[src/rtl/ocpPkg.sv]
package ocpPkg;

  // Bus widths
  localparam int AddrWidth     = 64;
  localparam int DataWidth     = 32;
  localparam int ByteEnWidth   = DataWidth / 8;
  localparam int BurstLenWidth = 10;

  // Address step per INCR beat
  localparam int BeatBytes = 4;

  // MCmd encoding, only Idle, Wr and Rd are issued
  typedef enum logic [2:0] {
    CmdIdle = 3'b000,
    CmdWr   = 3'b001,
    CmdRd   = 3'b010,
    CmdRdEx = 3'b011,
    CmdRdL  = 3'b100,
    CmdWrNp = 3'b101,
    CmdWrC  = 3'b110,
    CmdBcst = 3'b111
  } ocpCmdE;

  // SResp encoding
  typedef enum logic [1:0] {
    RespNull = 2'b00,
    RespDva  = 2'b01,
    RespFail = 2'b10,
    RespErr  = 2'b11
  } ocpRespE;

  // One beat offered by the bridge
  typedef struct packed {
    logic                     read;
    logic [AddrWidth-1:0]     baseAddr;
    logic [BurstLenWidth-1:0] burstLen;
    logic [ByteEnWidth-1:0]   byteEn;
    logic [DataWidth-1:0]     wrData;
  } bridgeCmdT;

  // OCP request group
  typedef struct packed {
    ocpCmdE                   cmd;
    logic [AddrWidth-1:0]     addr;
    logic [DataWidth-1:0]     data;
    logic [ByteEnWidth-1:0]   byteEn;
    logic [BurstLenWidth-1:0] burstLen;
    logic                     reqLast;
  } ocpReqT;

  // OCP response group
  typedef struct packed {
    ocpRespE              resp;
    logic [DataWidth-1:0] data;
  } ocpRespT;

  // Response handed back to the bridge
  typedef struct packed {
    logic [DataWidth-1:0] data;
    logic                 failed;
  } bridgeRspT;

endpackage

[src/rtl/reqSequencer.sv]
`timescale 1ns/1ps

module reqSequencer (
  input  logic              Clk,
  input  logic              reset,
  input  logic              cmdReq,
  input  ocpPkg::bridgeCmdT cmd,
  output logic              cmdAck,
  output ocpPkg::ocpReqT    ocpReq,
  input  logic              SCmdAccept
);

  // Command handshake states
  typedef enum logic [1:0] {
    SeqIdle  = 2'b00,
    SeqIssue = 2'b01,
    SeqAck   = 2'b10
  } seqStateE;

  seqStateE state;

  // Beat position inside the current burst
  logic [ocpPkg::BurstLenWidth-1:0] beatCount;

  // Next beat, derived from the offered command
  logic [ocpPkg::AddrWidth-1:0] beatAddr;
  logic                         beatLast;

  // Handshake events
  logic startBeat;
  logic reqAccepted;

  // Registered request fields
  ocpPkg::ocpCmdE                   reqCmd;
  logic [ocpPkg::AddrWidth-1:0]     reqAddr;
  logic [ocpPkg::DataWidth-1:0]     reqData;
  logic [ocpPkg::ByteEnWidth-1:0]   reqByteEn;
  logic [ocpPkg::BurstLenWidth-1:0] reqBurstLen;
  logic                             reqLast;

  // New beat only from idle with the previous ack released
  assign startBeat   = (state == SeqIdle) && cmdReq && !cmdAck;
  assign reqAccepted = (state == SeqIssue) && SCmdAccept;

  // INCR address: base plus count times beat size
  assign beatAddr = cmd.baseAddr +
                    (ocpPkg::AddrWidth'(beatCount) * ocpPkg::AddrWidth'(ocpPkg::BeatBytes));

  // Last beat of the burst
  assign beatLast = (beatCount == (cmd.burstLen - ocpPkg::BurstLenWidth'(1)));

  // FSM, MCmd, ack and beat counter
  always_ff @(posedge Clk) begin
    if (reset) begin
      state     <= SeqIdle;
      reqCmd    <= ocpPkg::CmdIdle;
      cmdAck    <= 1'b0;
      beatCount <= '0;
    end else begin
      case (state)
        SeqIdle: begin
          if (startBeat) begin
            reqCmd <= cmd.read ? ocpPkg::CmdRd : ocpPkg::CmdWr;
            state  <= SeqIssue;
          end
        end

        SeqIssue: begin
          // Request held until the slave takes it
          if (reqAccepted) begin
            reqCmd <= ocpPkg::CmdIdle;
            cmdAck <= 1'b1;
            state  <= SeqAck;
            // Wrap the counter after the last beat
            if (reqLast) begin
              beatCount <= '0;
            end else begin
              beatCount <= beatCount + ocpPkg::BurstLenWidth'(1);
            end
          end
        end

        SeqAck: begin
          // Wait for the bridge to drop its request
          if (!cmdReq) begin
            cmdAck <= 1'b0;
            state  <= SeqIdle;
          end
        end

        default: begin
          state <= SeqIdle;
        end
      endcase
    end
  end

  // Request payload, loaded once per beat
  always_ff @(posedge Clk) begin
    if (startBeat) begin
      reqAddr     <= beatAddr;
      reqByteEn   <= cmd.byteEn;
      reqBurstLen <= cmd.burstLen;
      reqLast     <= beatLast;
      // Reads carry no data
      reqData     <= cmd.read ? '0 : cmd.wrData;
    end
  end

  // OCP request group
  assign ocpReq.cmd      = reqCmd;
  assign ocpReq.addr     = reqAddr;
  assign ocpReq.data     = reqData;
  assign ocpReq.byteEn   = reqByteEn;
  assign ocpReq.burstLen = reqBurstLen;
  assign ocpReq.reqLast  = reqLast;

endmodule

[src/rtl/respCapture.sv]
`timescale 1ns/1ps

module respCapture (
  input  logic              Clk,
  input  logic              reset,
  input  ocpPkg::ocpRespT   ocpResp,
  output logic              MRespAccept,
  output logic              rspReq,
  output ocpPkg::bridgeRspT rsp,
  input  logic              rspAck
);

  // Decoded response
  logic [ocpPkg::DataWidth-1:0] capData;
  logic                         capFailed;

  // Response phase ends on this edge
  logic respTaken;

  // Accept only while the hold register is free
  assign respTaken = (ocpResp.resp != ocpPkg::RespNull) && MRespAccept;

  // SResp decode
  always_comb begin
    capData   = '0;
    capFailed = 1'b0;
    case (ocpResp.resp)
      ocpPkg::RespDva: begin
        capData = ocpResp.data;
      end
      ocpPkg::RespFail: begin
        // Data still valid on Fail
        capData   = ocpResp.data;
        capFailed = 1'b1;
      end
      ocpPkg::RespErr: begin
        capFailed = 1'b1;
      end
      default: begin
        capData   = '0;
        capFailed = 1'b0;
      end
    endcase
  end

  // Bridge handshake and back-pressure
  always_ff @(posedge Clk) begin
    if (reset) begin
      rspReq      <= 1'b0;
      MRespAccept <= 1'b1;
    end else begin
      if (respTaken) begin
        rspReq      <= 1'b1;
        MRespAccept <= 1'b0;
      end else if (rspReq && rspAck) begin
        rspReq <= 1'b0;
      end else if (!MRespAccept && !rspReq && !rspAck) begin
        // Four-phase cycle done, slot free again
        MRespAccept <= 1'b1;
      end
    end
  end

  // Hold register, stable while rspReq is high
  always_ff @(posedge Clk) begin
    if (respTaken) begin
      rsp.data   <= capData;
      rsp.failed <= capFailed;
    end
  end

endmodule

[src/rtl/ocpMaster.sv]
`timescale 1ns/1ps

module ocpMaster (
  input  logic              Clk,
  input  logic              reset,

  // Bridge command channel
  input  logic              cmdReq,
  input  ocpPkg::bridgeCmdT cmd,
  output logic              cmdAck,

  // Bridge response channel
  output logic              rspReq,
  output ocpPkg::bridgeRspT rsp,
  input  logic              rspAck,

  // OCP request group
  output ocpPkg::ocpReqT    ocpReq,
  input  logic              SCmdAccept,

  // OCP response group
  input  ocpPkg::ocpRespT   ocpResp,
  output logic              MRespAccept
);

  // Request side, one beat per command handshake
  reqSequencer u_reqSequencer (
    .Clk        (Clk),
    .reset      (reset),
    .cmdReq     (cmdReq),
    .cmd        (cmd),
    .cmdAck     (cmdAck),
    .ocpReq     (ocpReq),
    .SCmdAccept (SCmdAccept)
  );

  // Response side, runs independently of the requests
  respCapture u_respCapture (
    .Clk         (Clk),
    .reset       (reset),
    .ocpResp     (ocpResp),
    .MRespAccept (MRespAccept),
    .rspReq      (rspReq),
    .rsp         (rsp),
    .rspAck      (rspAck)
  );

endmodule

[config.mk]
export PLATFORM = sky130hd
export DESIGN_NAME = ocpMaster
export DESIGN_NICKNAME = d
export VERILOG_FILES = /design/src/rtl/ocpPkg.sv /design/src/rtl/reqSequencer.sv /design/src/rtl/respCapture.sv /design/src/rtl/ocpMaster.sv
export SDC_FILE = /design/constraint.sdc
export NUM_CORES = 1
export LEC_CHECK = 0
export BUFFER_PORTS_ARGS = -buffer_cell sky130_fd_sc_hd__buf_2
export CAP_MARGIN = 30
export CORE_MARGIN = 2
export CORE_UTILIZATION = 40
export CTS_BUF_LIST = sky130_fd_sc_hd__clkbuf_4 sky130_fd_sc_hd__clkbuf_8 sky130_fd_sc_hd__clkbuf_16
export CTS_CLUSTER_DIAMETER = 50
export DETAILED_ROUTE_END_ITERATION = 10
export HOLD_SLACK_MARGIN = 0.12
export PLACE_DENSITY = 0.67
export SLEW_MARGIN = 15
export SYNTH_ARGS = -nofsm -noshare
export SYNTH_HDL_FRONTEND = slang
export SYNTH_SLANG_ARGS = --single-unit
[constraint.sdc]
create_clock -name Clk -period 43.7 [get_ports Clk]
set_input_delay 8.74 -clock Clk [delete_from_list [all_inputs] [get_ports Clk]]
set_output_delay 8.74 -clock Clk [all_outputs]
set_load 0.005 [all_outputs]
== Yosys cells after proc, flatten, opt, wreduce, memory -nomap -nowiden ==
Index checks and enable logic that the tools add are counted.
Operators by class
  muxes and demuxes: 18
  equal/unequal tests: 10
  reduce and logical (&&, ||, !) cells: 24
  add/sub/neg operators: 3
Operators by type and width (number)
  $add A64 B12 Y64: 1
  $add A10 B1 Y10 const B: 1
  $eq A10 B10 Y1: 1
  $mux W10: 1
  $reduce_bool A2 Y1: 5
  $sub A10 B1 Y10 const B: 1
  $reduce_and A3 Y1: 3
  $mux W1: 8
  $mux W2: 4
  $logic_and A1 B1 Y1: 7
  $eq A2 B2 Y1 const B: 3
  $mux W3: 2
  $ne A2 B1 Y1 const B: 3
  $pmux W2 S3: 1
  $pmux W3 S2: 1
  $eq A2 B1 Y1 const B: 2
  $logic_not A1 Y1: 4
  $reduce_and A2 Y1: 2
  $reduce_or A2 Y1: 2
  $logic_not A2 Y1: 1
  $ne A2 B2 Y1 const B: 1
  $pmux W1 S2: 1
Word-level totals
  bits of input ports: 150
  bits in registers: 162
  output and inout bits: 150
  logic and storage cells: 68

== Longest topological paths before layout ==
Gate-level depths: netlist (run 1).
  depth in word-level cells: 6
  depth in mapped cells: 9
  gate-level depth less buffers: 9

== By module ==
A second synthesis (run 1) with hierarchy kept.
Unflattened totals
  cells, all modules: 568
  area, all modules: 7412.1 µm²
By module, submodules not included
  reqSequencer: instances 1, seq. area each 3633.5 µm², cells an instance 487, area each 6032.0 µm²
  respCapture: instances 1, seq. area each 1031.0 µm², cells an instance 81, area each 1380.1 µm²

== Least setup slack after synthesis (run 1) ==
Ideal clock, no wire load.
  kind: input port to flip-flop
  from: input port cmdReq
  to: register u_reqSequencer.reqCmd[1]
  path slack: 22.184 ns
  stages: 3
  buffers on the path: 0
  arrival: 21.413 ns
  required time: 43.597 ns
  library setup time: 0.103 ns
  path through: nor4b_1 > a22oi_1 > nor2_1
On the way
  cells in the longest elaborated chain, start to end: 4
RTL lines
  start, declared: line ocpMaster.sv:8  | input logic cmdReq,
  $logic_and A1 B1 Y1 (2 in series): line reqSequencer.sv:42  | assign startBeat = (state == SeqIdle) && cmdReq && !cmdAck;
  $ne A2 B1 Y1 (no source line)
  $reduce_and A3 Y1 (no source line)
  end signal, assigned: line reqSequencer.sv:56  | reqCmd <= ocpPkg::CmdIdle;
  end signal, assigned: line reqSequencer.sv:63  | reqCmd <= cmd.read ? ocpPkg::CmdRd : ocpPkg::CmdWr;
  end signal, assigned: line reqSequencer.sv:71  | reqCmd <= ocpPkg::CmdIdle;
  end, declared: line reqSequencer.sv:34  | ocpPkg::ocpCmdE reqCmd;
No other way between the ends.
A chain may end at the register's enable or synchronous reset.

== Final worst setup path (run 1) ==
  from: input port cmd[48] (netlist bit)
  to: register u_reqSequencer.reqAddr[52] (netlist bit), data pin
On the way
  cells in the longest elaborated chain, start to end: 1
RTL lines
  start, declared: line ocpMaster.sv:9  | input ocpPkg::bridgeCmdT cmd,
  $add A64 B12 Y64: line reqSequencer.sv:46  | assign beatAddr = cmd.baseAddr +
  named net u_reqSequencer.beatAddr, one bit: line reqSequencer.sv:26  | logic [ocpPkg::AddrWidth-1:0] beatAddr;
  end signal, assigned: line reqSequencer.sv:101  | reqAddr <= beatAddr;
  end, declared: line reqSequencer.sv:35  | logic [ocpPkg::AddrWidth-1:0] reqAddr;
The timed path passes the listed nets, and every way through them passes these cells.

==> results of run 1 <==
==> layout make-up <==
cell class | instances | area share, %
flip-flops and latches | 161 | 47.95
multi-input cells | 380 | 26.52
repair buffers | 304 | 16.00
clock buffers | 17 | 4.373
well taps | 229 | 2.945
clock inverters | 15 | 1.556
inverters | 17 | 0.6559
==> flip-flops by register name, summed over array words and instances, names as in the netlist, 2 cells and up <==
| name | count |
|---|---|
| u_respCapture.rsp | 33 |
| u_reqSequencer.reqAddr | 64 |
| u_reqSequencer.beatCount | 10 |
| u_reqSequencer.reqByteEn | 4 |
| u_reqSequencer.state | 2 |
| u_reqSequencer.reqBurstLen | 10 |
| u_reqSequencer.reqData | 32 |
| u_reqSequencer.reqCmd | 2 |
==> per-stage QoR <==
| stage | power, W | hold WS [ps] | worst slack, ps |
|---|---|---|---|
| after CTS | 0.0003846 | 483.0 | 32830 |
| after global routing | 0.0003946 | 502.2 | 32650 |
| final | 0.0003793 | 485.3 | 32820 |
| after global placement | 0.0002367 | 452.2 | 32420 |
| after detailed placement | 0.0002379 | 480.7 | 32370 |
| after floorplan | 0.0002141 | 463.8 | 22180 |
==> worst max path at each step <==
| stage | start | to | slack (ps) | depth (start not counted) |
|---|---|---|---|---|
| after detailed placement | cmd[48] | u_reqSequencer.reqAddr[52] | 32370 | 10 |
| after floorplan | cmdReq | u_reqSequencer.reqCmd[1] | 22180 | 3 |
| after CTS | cmd[48] | u_reqSequencer.reqAddr[52] | 32830 | 10 |
| after global placement | cmd[48] | u_reqSequencer.reqAddr[52] | 32420 | 10 |
| after global routing | cmd[48] | u_reqSequencer.reqAddr[56] | 32650 | 10 |
| final | cmd[48] | u_reqSequencer.reqAddr[52] | 32820 | 10 |
==> metal layers <==
metal | vias to the layer above | GRT usage (%) | routed length, microns
li1 | 2669 | - | -
met1 | 2572 | 21.69 | 7402
met2 | 221 | 32.82 | 9436
met3 | 24 | 4.852 | 1248
met4 | 0 | 7.316 | 363
met5 | - | 0 | 0
==> cell families (layout without fill, tap and decap cells) <==
logic type,after synthesis,after routing,synth area share (%)
other,1,1,0.05103
flip-flops,161,161,63.48
multiplexers,1,1,0.1362
AND/OR/NAND/NOR,236,236,18.05
adder cells (fa/ha/maj),16,16,2.827
XOR/XNOR,80,80,9.535
buffers and inverters,29,353,1.583
AO/OA/AOI/OAI,46,46,4.342
==> power by group <==
group | internal [W] | total, W | switching [W]
clock network | 0.0000804 | 0.000145 | 0.0000650
logic | 0.0000203 | 0.0000450 | 0.0000247
registers | 0.000185 | 0.000189 | 0.00000403
==> placed cells by master, fill, tap and decap left out, drive strengths merged, types with 8 or more instances in the layout <==
| cell type | count |
|---|---|
| nand4 | 15 |
| nor3 | 10 |
| xnor2 | 46 |
| ha | 15 |
| nor2 | 46 |
| xor2 | 34 |
| dfxtp | 17 |
| o21ai | 8 |
| and2 | 36 |
| inv | 24 |
| edfxtp | 144 |
| nand2 | 33 |
| and3 | 14 |
| nor2b | 37 |
| buf | 304 |
| clkbuf | 17 |
| nand3 | 20 |
| a21oi | 15 |
==> critical path, delay by kind of cell <==
kind,cells,cell delay [ps]
compound gates,3,1150
xor+xnor,1,140
fa+ha+maj,2,560
buf+inv,2,140
simple gates,2,330
==> impl_metrics.yaml, run 1 <==
grt:
  antenna_found_initial: 0
  grt_use_total_pct: 18.60
  grt-ovfl-total: 0
  grt_max_degree: 51
  grt_pass1_wl_mm: 28.19
  first_global_vias: 5404
critical_path:
  timing_worst_setup_path_type: "input pin to register"
  rrSetupSlack_ps: 40730
  cp_data_arrival_time_ps: 11070
  cp_slowest_stage_delay_ps: 570
  cp-end-kind: "register"
  critPathRequiredTime_ps: 43890
  worstSetupStartpointType: "input pin"
  rr_worst_depth: 9
  r2r-end: "u_reqSequencer.reqAddr[52]"
  reg2reg_from: "u_reqSequencer.beatCount[0]"
  cp_slowest_cell: "a2111oi_4"
  worstPathMaxFanout: 6
  path_cells: "buf_2 -> ha_1 -> inv_1 -> fa_1 -> nand2b_1 -> a21oi_1 -> o21ai_0 -> a2111oi_4 -> nand3_1 -> xnor2_1"
status:
  status: "finished, final reports clean"
routing:
  drt-total-wl_mm: 18.45
  ant_nets: 0
  drtPass1Iterations: 5
  drt_iter0_drc: 214
  drc: 0
  vias_per_cell: 4.885
  vias: 5486
  avgRoutedWirePerCell_microns: 16.43
timing:
  hold_violations: 0
  setup_tns_ps: 0
  min_period_ps: 10880
  setup_viol: 0
  rsz0062_at_grt: "false"
  tightest_slew_ps: 905.4
  fin_skew_ps: 19.82
  fmax_ghz: 0.09190
  max_slew_margin_pct: 39.18
  finalCritPeriodShare_pct: 24.90
  finalMaxSlewViolations: 0
cts:
  clockRootBuffer: "clkbuf_16"
  clockBufferDepth: 2
  cts_resized: 0
  htree_num_levels: 4
  clock-sinks: 161
  cts_tree: "done"
  post_cts_buffers: 0
  clk_pin_slew_ps: 70
  cts_made_buffers: 17
  worstSkewPairLatency_ps: 430
  cts_hold_buf: 0
synthesis:
  netlist_top_cells_count: "edfxtp_1 (144), nor2_1 (46), xnor2_1 (46)"
  syn_nets: 736
  syn-cell-area_sq_mm: 0.007348
  synth_area_leaders: "edfxtp_1 (59%), xnor2_1 (5.5%), dfxtp_1 (4.6%)"
  avgSynthCellArea_sq_um: 12.89
  synth_cell_types: 46
  synth_ff_type: "edfxtp_1"
  yosysTopAreaCell: "edfxtp_1"
  synth_top_area_share_pct: 58.85
  yosysSeqAreaShare_pct: 63.48
  synthCells: 570
  yosysWarnings: 0
  synth_seq_cells: 161
  synthArstFlopShare_pct: 0
  synth_edf_count: 144
  synth.most_common_cell: "edfxtp_1"
placement:
  port_buffers: 298
  dp_hpwl_mm: 14.09
  gp_congestion: 0.8625
  placed_area_sq_mm: 0.009151
  dp.cells: 1091
cells_and_area:
  fill_cells: 1592
  regArea_sq_mm: 0.004664
  fin_area_sq_mm: 0.009728
  multi_input_area_sq_mm: 0.002580
  drive_gt1_share_pct: 38.93
  fin_cells: 1123
  syn_to_final_growth_pct: 32.39
  diodes: 0
  nets: 1047
  utilization_pct: 53.97
floorplan:
  io_pins: 300
  placeableCoreArea_sq_mm: 0.01802
  start_util_pct: 40.77
  rows: 49
  die_x_microns: 139.5
  dieHeight_microns: 139.5
  die_area_sq_mm: 0.01947
min_path:
  whs_endpoint: "u_respCapture.MRespAccept"
  hp-class: "register to register"
  hold_depth: 1
  hp-start: "u_respCapture.rspReq"
pwr:
  powerDensity_mw_per_mm2: 38.99
  peakVddDrop_mv: 0.02624
  leakage_nw: 4.094
run:
  maxCapViolCount: 0
Power figures use the tool's default switching activity.
==> inputs of run 2 (changes only) <==
==> constraint.sdc (replaced) <==
create_clock -name Clk -period 10.9 [get_ports Clk]
set_input_delay 2.18 -clock Clk [delete_from_list [all_inputs] [get_ports Clk]]
set_output_delay 2.18 -clock Clk [all_outputs]
set_load 0.005 [all_outputs]
==> run 2 against run 1 <==
Compared with the run above: worst hold slack lost 6.9 ps; core utilization shrank 0.17 points; worst setup slack lost 26000 ps; non-clock buffer count shrank 1; critical path type unchanged; clock-buffer cell count grew 1; critical endpoint unchanged; combinational power grew to 4.0 times the previous value; clock skew shrank 10 ps; cell count is essentially flat; wire length grew 1.1%; flip-flop and latch count is the same.
==> impl_metrics.yaml, run 2 (synthesis gave the netlist of run 1 again) <==
status:
  status: "finished, final reports clean"
grt:
  grt_use_met1_pct: 23.60
  grt_pass1_wl_mm: 28.81
  antenna_found_initial: 0
  grt_use_total_pct: 18.97
  first_global_vias: 5277
  grtUsageMet3_pct: 5.093
  top_usage_layer: "met2"
  grt-ovfl-total: 0
  grt_max_degree: 52
  use_met2_pct: 32.56
pwr:
  pwr-share-comb_pct: 11.8
  p_int_w: 0.001141
  seqPwrFrac_pct: 50.3
  powerDensity_mw_per_mm2: 155.5
  power.switching_w: 0.0003669
  clkPwrFrac_pct: 37.9
  peakVddDrop_mv: 0.09968
  leakage_nw: 4.083
  netSwitchingFraction_pct: 24.33
placement:
  dp.cells: 1089
  dp_hpwl_mm: 14.25
  gp_congestion: 0.8532
  placed_area_sq_mm: 0.009130
  port_buffers: 298
critical_path:
  rr_worst_depth: 9
  cp_slowest_cell: "a2111oi_4"
  timing_worst_setup_path_type: "input pin to register"
  path_cells: "buf_2 -> ha_1 -> inv_1 -> fa_1 -> nand2b_1 -> a21oi_1 -> o21ai_0 -> a2111oi_4 -> nand3_1 -> xnor2_1"
  worstSetupStartpointType: "input pin"
  r2r-end: "u_reqSequencer.reqAddr[52]"
  reg2reg_from: "u_reqSequencer.beatCount[0]"
  critPathRequiredTime_ps: 11070
  rrSetupSlack_ps: 7960
  cp_data_arrival_time_ps: 4470
  worstPathMaxFanout: 6
  cp-end-kind: "register"
  cp_slowest_stage_delay_ps: 560
min_path:
  whs_endpoint: "u_respCapture.MRespAccept"
  hp-class: "register to register"
  hp-start: "u_respCapture.rspReq"
  hold_depth: 1
cts:
  worstSkewPairLatency_ps: 420
  cts_tree: "done"
  cts_made_buffers: 17
  clk_pin_slew_ps: 70
  clockRootBuffer: "clkbuf_16"
  post_cts_buffers: 0
  cts_hold_buf: 0
  clock-sinks: 161
  htree_num_levels: 4
  cts_resized: 0
  clockBufferDepth: 2
cells_and_area:
  fin_area_sq_mm: 0.009698
  diodes: 0
  largest_register_ffs: 64
  fill_cells: 1568
  fin_cells: 1122
  mostFrequentLayoutCells: "buf_2 (299), edfxtp_1 (144), nor2_1 (46), xnor2_1 (46)"
  largest-register: "u_reqSequencer.reqAddr"
  syn_to_final_growth_pct: 31.98
  final_common_cell: "buf_2"
  drive_gt1_share_pct: 38.97
  reg_top3: "u_reqSequencer.reqAddr x64, u_respCapture.rsp x33, u_reqSequencer.reqData x32"
  nets: 1046
routing:
  drtPass1Iterations: 5
  vias: 5482
  avgRoutedWirePerCell_microns: 16.63
  vias_per_cell: 4.886
  drt-total-wl_mm: 18.66
  drc: 0
  ant_nets: 0
  drt_iter0_drc: 216
floorplan:
  io_pins: 300
  placeableCoreArea_sq_mm: 0.01802
  dieHeight_microns: 139.5
  die_area_sq_mm: 0.01947
  rows: 49
  die_x_microns: 139.5
  start_util_pct: 40.77
run:
  maxCapViolCount: 0
timing:
  fin_skew_ps: 9.804
  hold_violations: 0
  rsz0062_at_grt: "false"
  finalCritPeriodShare_pct: 39.41
  min_period_ps: 4296
  setup_viol: 0
  max_slew_margin_pct: 34.97
  tightest_slew_ps: 973.4
  fmax_ghz: 0.2328
  setup_tns_ps: 0
  finalMaxSlewViolations: 0
-- run 2: cell count changes in the layout (fill, tap and decap cells not counted), sizes merged --
cell      change
buf           -1
inv           -2
clkinvlp      +2
clkinv        -1
clkbuf        +1
-- run 2: metal layers --
metal	up-vias	wire [microns]	part of all wire [%]
li1	2657	-	-
met2	193	9454	51
met3	19	1184	6.3
met1	2613	7753	42
met5	-	0	0
met4	0	262	1.4
-- run 2: area by class of cell --
cell class / count / area (sq um) / area share, %
sequential: 161 / 4664 / 48.10
tap: 229 / 286.5 / 2.954
inverter: 17 / 63.81 / 0.6580
multi-input combinational: 380 / 2594 / 26.74
clock buffer: 18 / 432.9 / 4.464
timing repair buffer: 303 / 1526 / 15.74
clock inverter: 14 / 130.1 / 1.342
-- run 2: worst max path at each step --
stage	start	end	slack [ps]	cells past startpoint
after floorplan	cmdReq	u_reqSequencer.reqCmd[1]	1640	3
after global placement	cmd[48]	u_reqSequencer.reqAddr[52]	6190	10
after detailed placement	cmd[69]	u_reqSequencer.reqAddr[53]	6150	7
after CTS	cmd[69]	u_reqSequencer.reqAddr[53]	6610	7
after global routing	cmd[48]	u_reqSequencer.reqAddr[56]	6410	10
final	cmd[48]	u_reqSequencer.reqAddr[52]	6600	10
-- run 2: stage by stage --
| step | util, % | power (W) | setup WS [ps] | hold WS, ps |
|---|---|---|---|---|
| global route | 53.80 | 0.001572 | 6411 | 512.5 |
| detailed placement | 50.65 | 0.0009526 | 6153 | 468.0 |
| CTS | 53.78 | 0.001526 | 6610 | 481.8 |
| global placement | 50.65 | 0.0009486 | 6189 | 445.7 |
| floorplan | - | 0.0008497 | 1641 | 463.8 |
| finish | 53.80 | 0.001508 | 6604 | 478.4 |
-- run 2: worst max-delay path: cells and delay by family --
| kind | cells | cell delay [ps] |
|---|---|---|
| buffers and inverters | 2 | 130 |
| AOI/OAI and AO/OA | 3 | 1130 |
| xor gates and xnor gates | 1 | 150 |
| and+or+nand+nor | 2 | 330 |
| adders and majority gates | 2 | 540 |
-- run 2: power by group through the flow --
stage	Combinational [W]	Sequential [W]	Clock (W)
floorplan	0.0000627	0.000787	0
global placement	0.000179	0.000770	0
detailed placement	0.000181	0.000771	0
CTS	0.000182	0.000759	0.000585
global route	0.000196	0.000763	0.000613
finish	0.000178	0.000758	0.000572
==> inputs of run 3 (changes only) <==
--- a/config.mk
+++ b/config.mk
@@ -13,7 +13,7 @@
 export CTS_CLUSTER_DIAMETER = 50
 export DETAILED_ROUTE_END_ITERATION = 10
 export HOLD_SLACK_MARGIN = 0.12
-export PLACE_DENSITY = 0.67
+export PLACE_DENSITY = 0.7
 export SLEW_MARGIN = 15
 export SYNTH_ARGS = -nofsm -noshare
 export SYNTH_HDL_FRONTEND = slang
==> constraint.sdc (replaced) <==
create_clock -name Clk -period 3.95 [get_ports Clk]
set_input_delay 0.79 -clock Clk [delete_from_list [all_inputs] [get_ports Clk]]
set_output_delay 0.79 -clock Clk [all_outputs]
set_load 0.005 [all_outputs]
==> run 3 against run 2 <==
Compared with the run above: total power grew to 2.8 times the previous value; clock power grew to 2.9 times the previous value; die area unchanged; largest cell class unchanged; non-clock buffer count did not move; highest routed layer unchanged; final area increased by 0.40%; clock skew up 6.4 ps; critical endpoint unchanged; via count down 1.0%; combinational power increased to 2.8 times the previous value; global-route usage is 0.68 points lower; sequential power grew to 2.8 times the previous value.
==> impl_metrics.yaml, run 3 (synthesis gave the netlist of run 1 again) <==
status:
  status: "finished, final reports clean"
critical_path:
  rrSetupSlack_ps: 960
  reg2reg_from: "u_reqSequencer.beatCount[0]"
  worstPathMaxFanout: 6
  timing_worst_setup_path_type: "register to register"
  r2r-end: "u_reqSequencer.reqAddr[52]"
  worstSetupStartpointType: "register"
  cp-end-kind: "register"
  critPathRequiredTime_ps: 4120
  rr_worst_depth: 9
  cp_data_arrival_time_ps: 3170
cts:
  clock-sinks: 161
  clockRootBuffer: "clkbuf_16"
  cts_made_buffers: 17
  worstSkewPairLatency_ps: 420
  post_cts_buffers: 0
  clockBufferDepth: 2
  clk_pin_slew_ps: 70
  cts_tree: "done"
  htree_num_levels: 4
  cts_hold_buf: 0
  cts_resized: 0
cells_and_area:
  fill_cells: 1594
  utilization_pct: 54.02
  multi_input_area_sq_mm: 0.002589
  final_common_cell: "buf_2"
  nets: 1046
  reg_top3: "u_reqSequencer.reqAddr x64, u_respCapture.rsp x33, u_reqSequencer.reqData x32"
  mostFrequentLayoutCells: "buf_2 (298), edfxtp_1 (144), nor2_1 (46), xnor2_1 (46)"
  drive_gt1_share_pct: 39.08
  syn_to_final_growth_pct: 32.50
  fin_area_sq_mm: 0.009737
  regArea_sq_mm: 0.004664
  largest-register: "u_reqSequencer.reqAddr"
  largest_register_ffs: 64
routing:
  ant_nets: 0
  avgRoutedWirePerCell_microns: 16.30
  drtPass1Iterations: 5
  drc: 0
  drt-total-wl_mm: 18.31
  vias: 5425
  drt_iter0_drc: 207
  vias_per_cell: 4.831
timing:
  hold_ws_ps: 463.7
  setup_viol: 0
  tightest_slew_ps: 738.7
  min_period_ps: 2992
  fmax_ghz: 0.3343
  setup_tns_ps: 0
  finalMaxSlewViolations: 0
  setup_slack_ps: 958.4
  fin_skew_ps: 16.24
  max_slew_margin_pct: 50.75
  finalCritPeriodShare_pct: 75.74
  hold_violations: 0
  rsz0062_at_grt: "false"
grt:
  grt_max_degree: 105
  grt_pass1_wl_mm: 27.72
  antenna_found_initial: 0
  first_global_vias: 5166
  grt-ovfl-total: 0
  grt_use_total_pct: 18.30
placement:
  port_buffers: 298
  dp_hpwl_mm: 13.66
  placed_area_sq_mm: 0.009145
  gp_congestion: 0.8145
  pre_cts_ws_ps: 571.7
floorplan:
  io_pins: 300
  placeableCoreArea_sq_mm: 0.01802
  die_area_sq_mm: 0.01947
  start_util_pct: 40.77
  die_x_microns: 139.5
  rows: 49
  dieHeight_microns: 139.5
run:
  maxCapViolCount: 0
min_path:
  hold_depth: 1
  hp-start: "u_respCapture.rspReq"
  whs_endpoint: "u_respCapture.MRespAccept"
  hp-class: "register to register"
pwr:
  powerDensity_mw_per_mm2: 433.3
  peakVddDrop_mv: 0.2760
  leakage_nw: 4.104
## run 3: cell count changes in the layout (fill, tap and decap cells not counted)
cell,before,now
buf_12,0,1
buf_2,299,298
clkbuf_8,0,1
clkinv_1,1,0
clkinv_2,2,0
clkinv_4,2,5
clkinvlp_4,3,0
diode_2,0,1
inv_8,1,3
nor2b_2,0,1
nor2b_4,1,0
## run 3: layout make-up
type	instances	share of cell area, %
Timing Repair Buffer	303	15.83
Tap cell	229	2.943
Multi-Input combinational cell	380	26.59
Inverter	17	0.6554
Antenna cell	1	0.02570
Clock buffer	19	4.588
Clock inverter	13	1.465
Sequential cell	161	47.91
## run 3: worst max-delay path: stages, from the launching register on
cell and delay [ps]:
dfxtp_1 430, ha_1 210, inv_1 50, fa_1 390, nand2b_1 180, a21oi_1 310
o21ai_0 290, a2111oi_4 590, nand3_1 150, xnor2_1 150
## run 3: routing by layer
layer  track usage [%]  part of all wire, %  vias to the layer above
met5                 0                    0                        -
met4             7.368                  2.3                        0
met3             4.646                  6.4                       27
met2             30.37                   48                      206
met1             23.00                   43                     2531
li1                  -                    -                     2661
## run 3: where the power goes
part	internal [W]	total [W]	leakage (nW)	switching [W]
registers	0.00205	0.00209	1.54	0.0000414
clock network	0.000918	0.00164	0.292	0.000719
logic	0.000220	0.000493	2.27	0.000274
total	0.00318	0.00422	4.10	0.00103
## run 3: worst max-delay path by stage
stage / cells past startpoint / slack [ps] / to / start
3_5_place_dp: 10 / 570 / u_reqSequencer.reqAddr[52] / cmd[48]
4_1_cts: 9 / 950 / u_reqSequencer.reqAddr[52] / u_reqSequencer.beatCount[0]
5_1_grt: 9 / 710 / u_reqSequencer.reqAddr[60] / u_reqSequencer.beatCount[0]
2_1_floorplan: 3 / -1060 / u_reqSequencer.reqCmd[1] / cmdReq
6_report: 9 / 960 / u_reqSequencer.reqAddr[52] / u_reqSequencer.beatCount[0]
3_3_place_gp: 10 / 640 / u_reqSequencer.reqAddr[52] / cmd[48]
## run 3: per-stage QoR
stage | cells | power (W)
after floorplan | 570 | 0.002334
final | 1123 | 0.004219
after CTS | 1122 | 0.004271
after global placement | 1090 | 0.002615
after global routing | 1122 | 0.004394
after detailed placement | 1090 | 0.002626
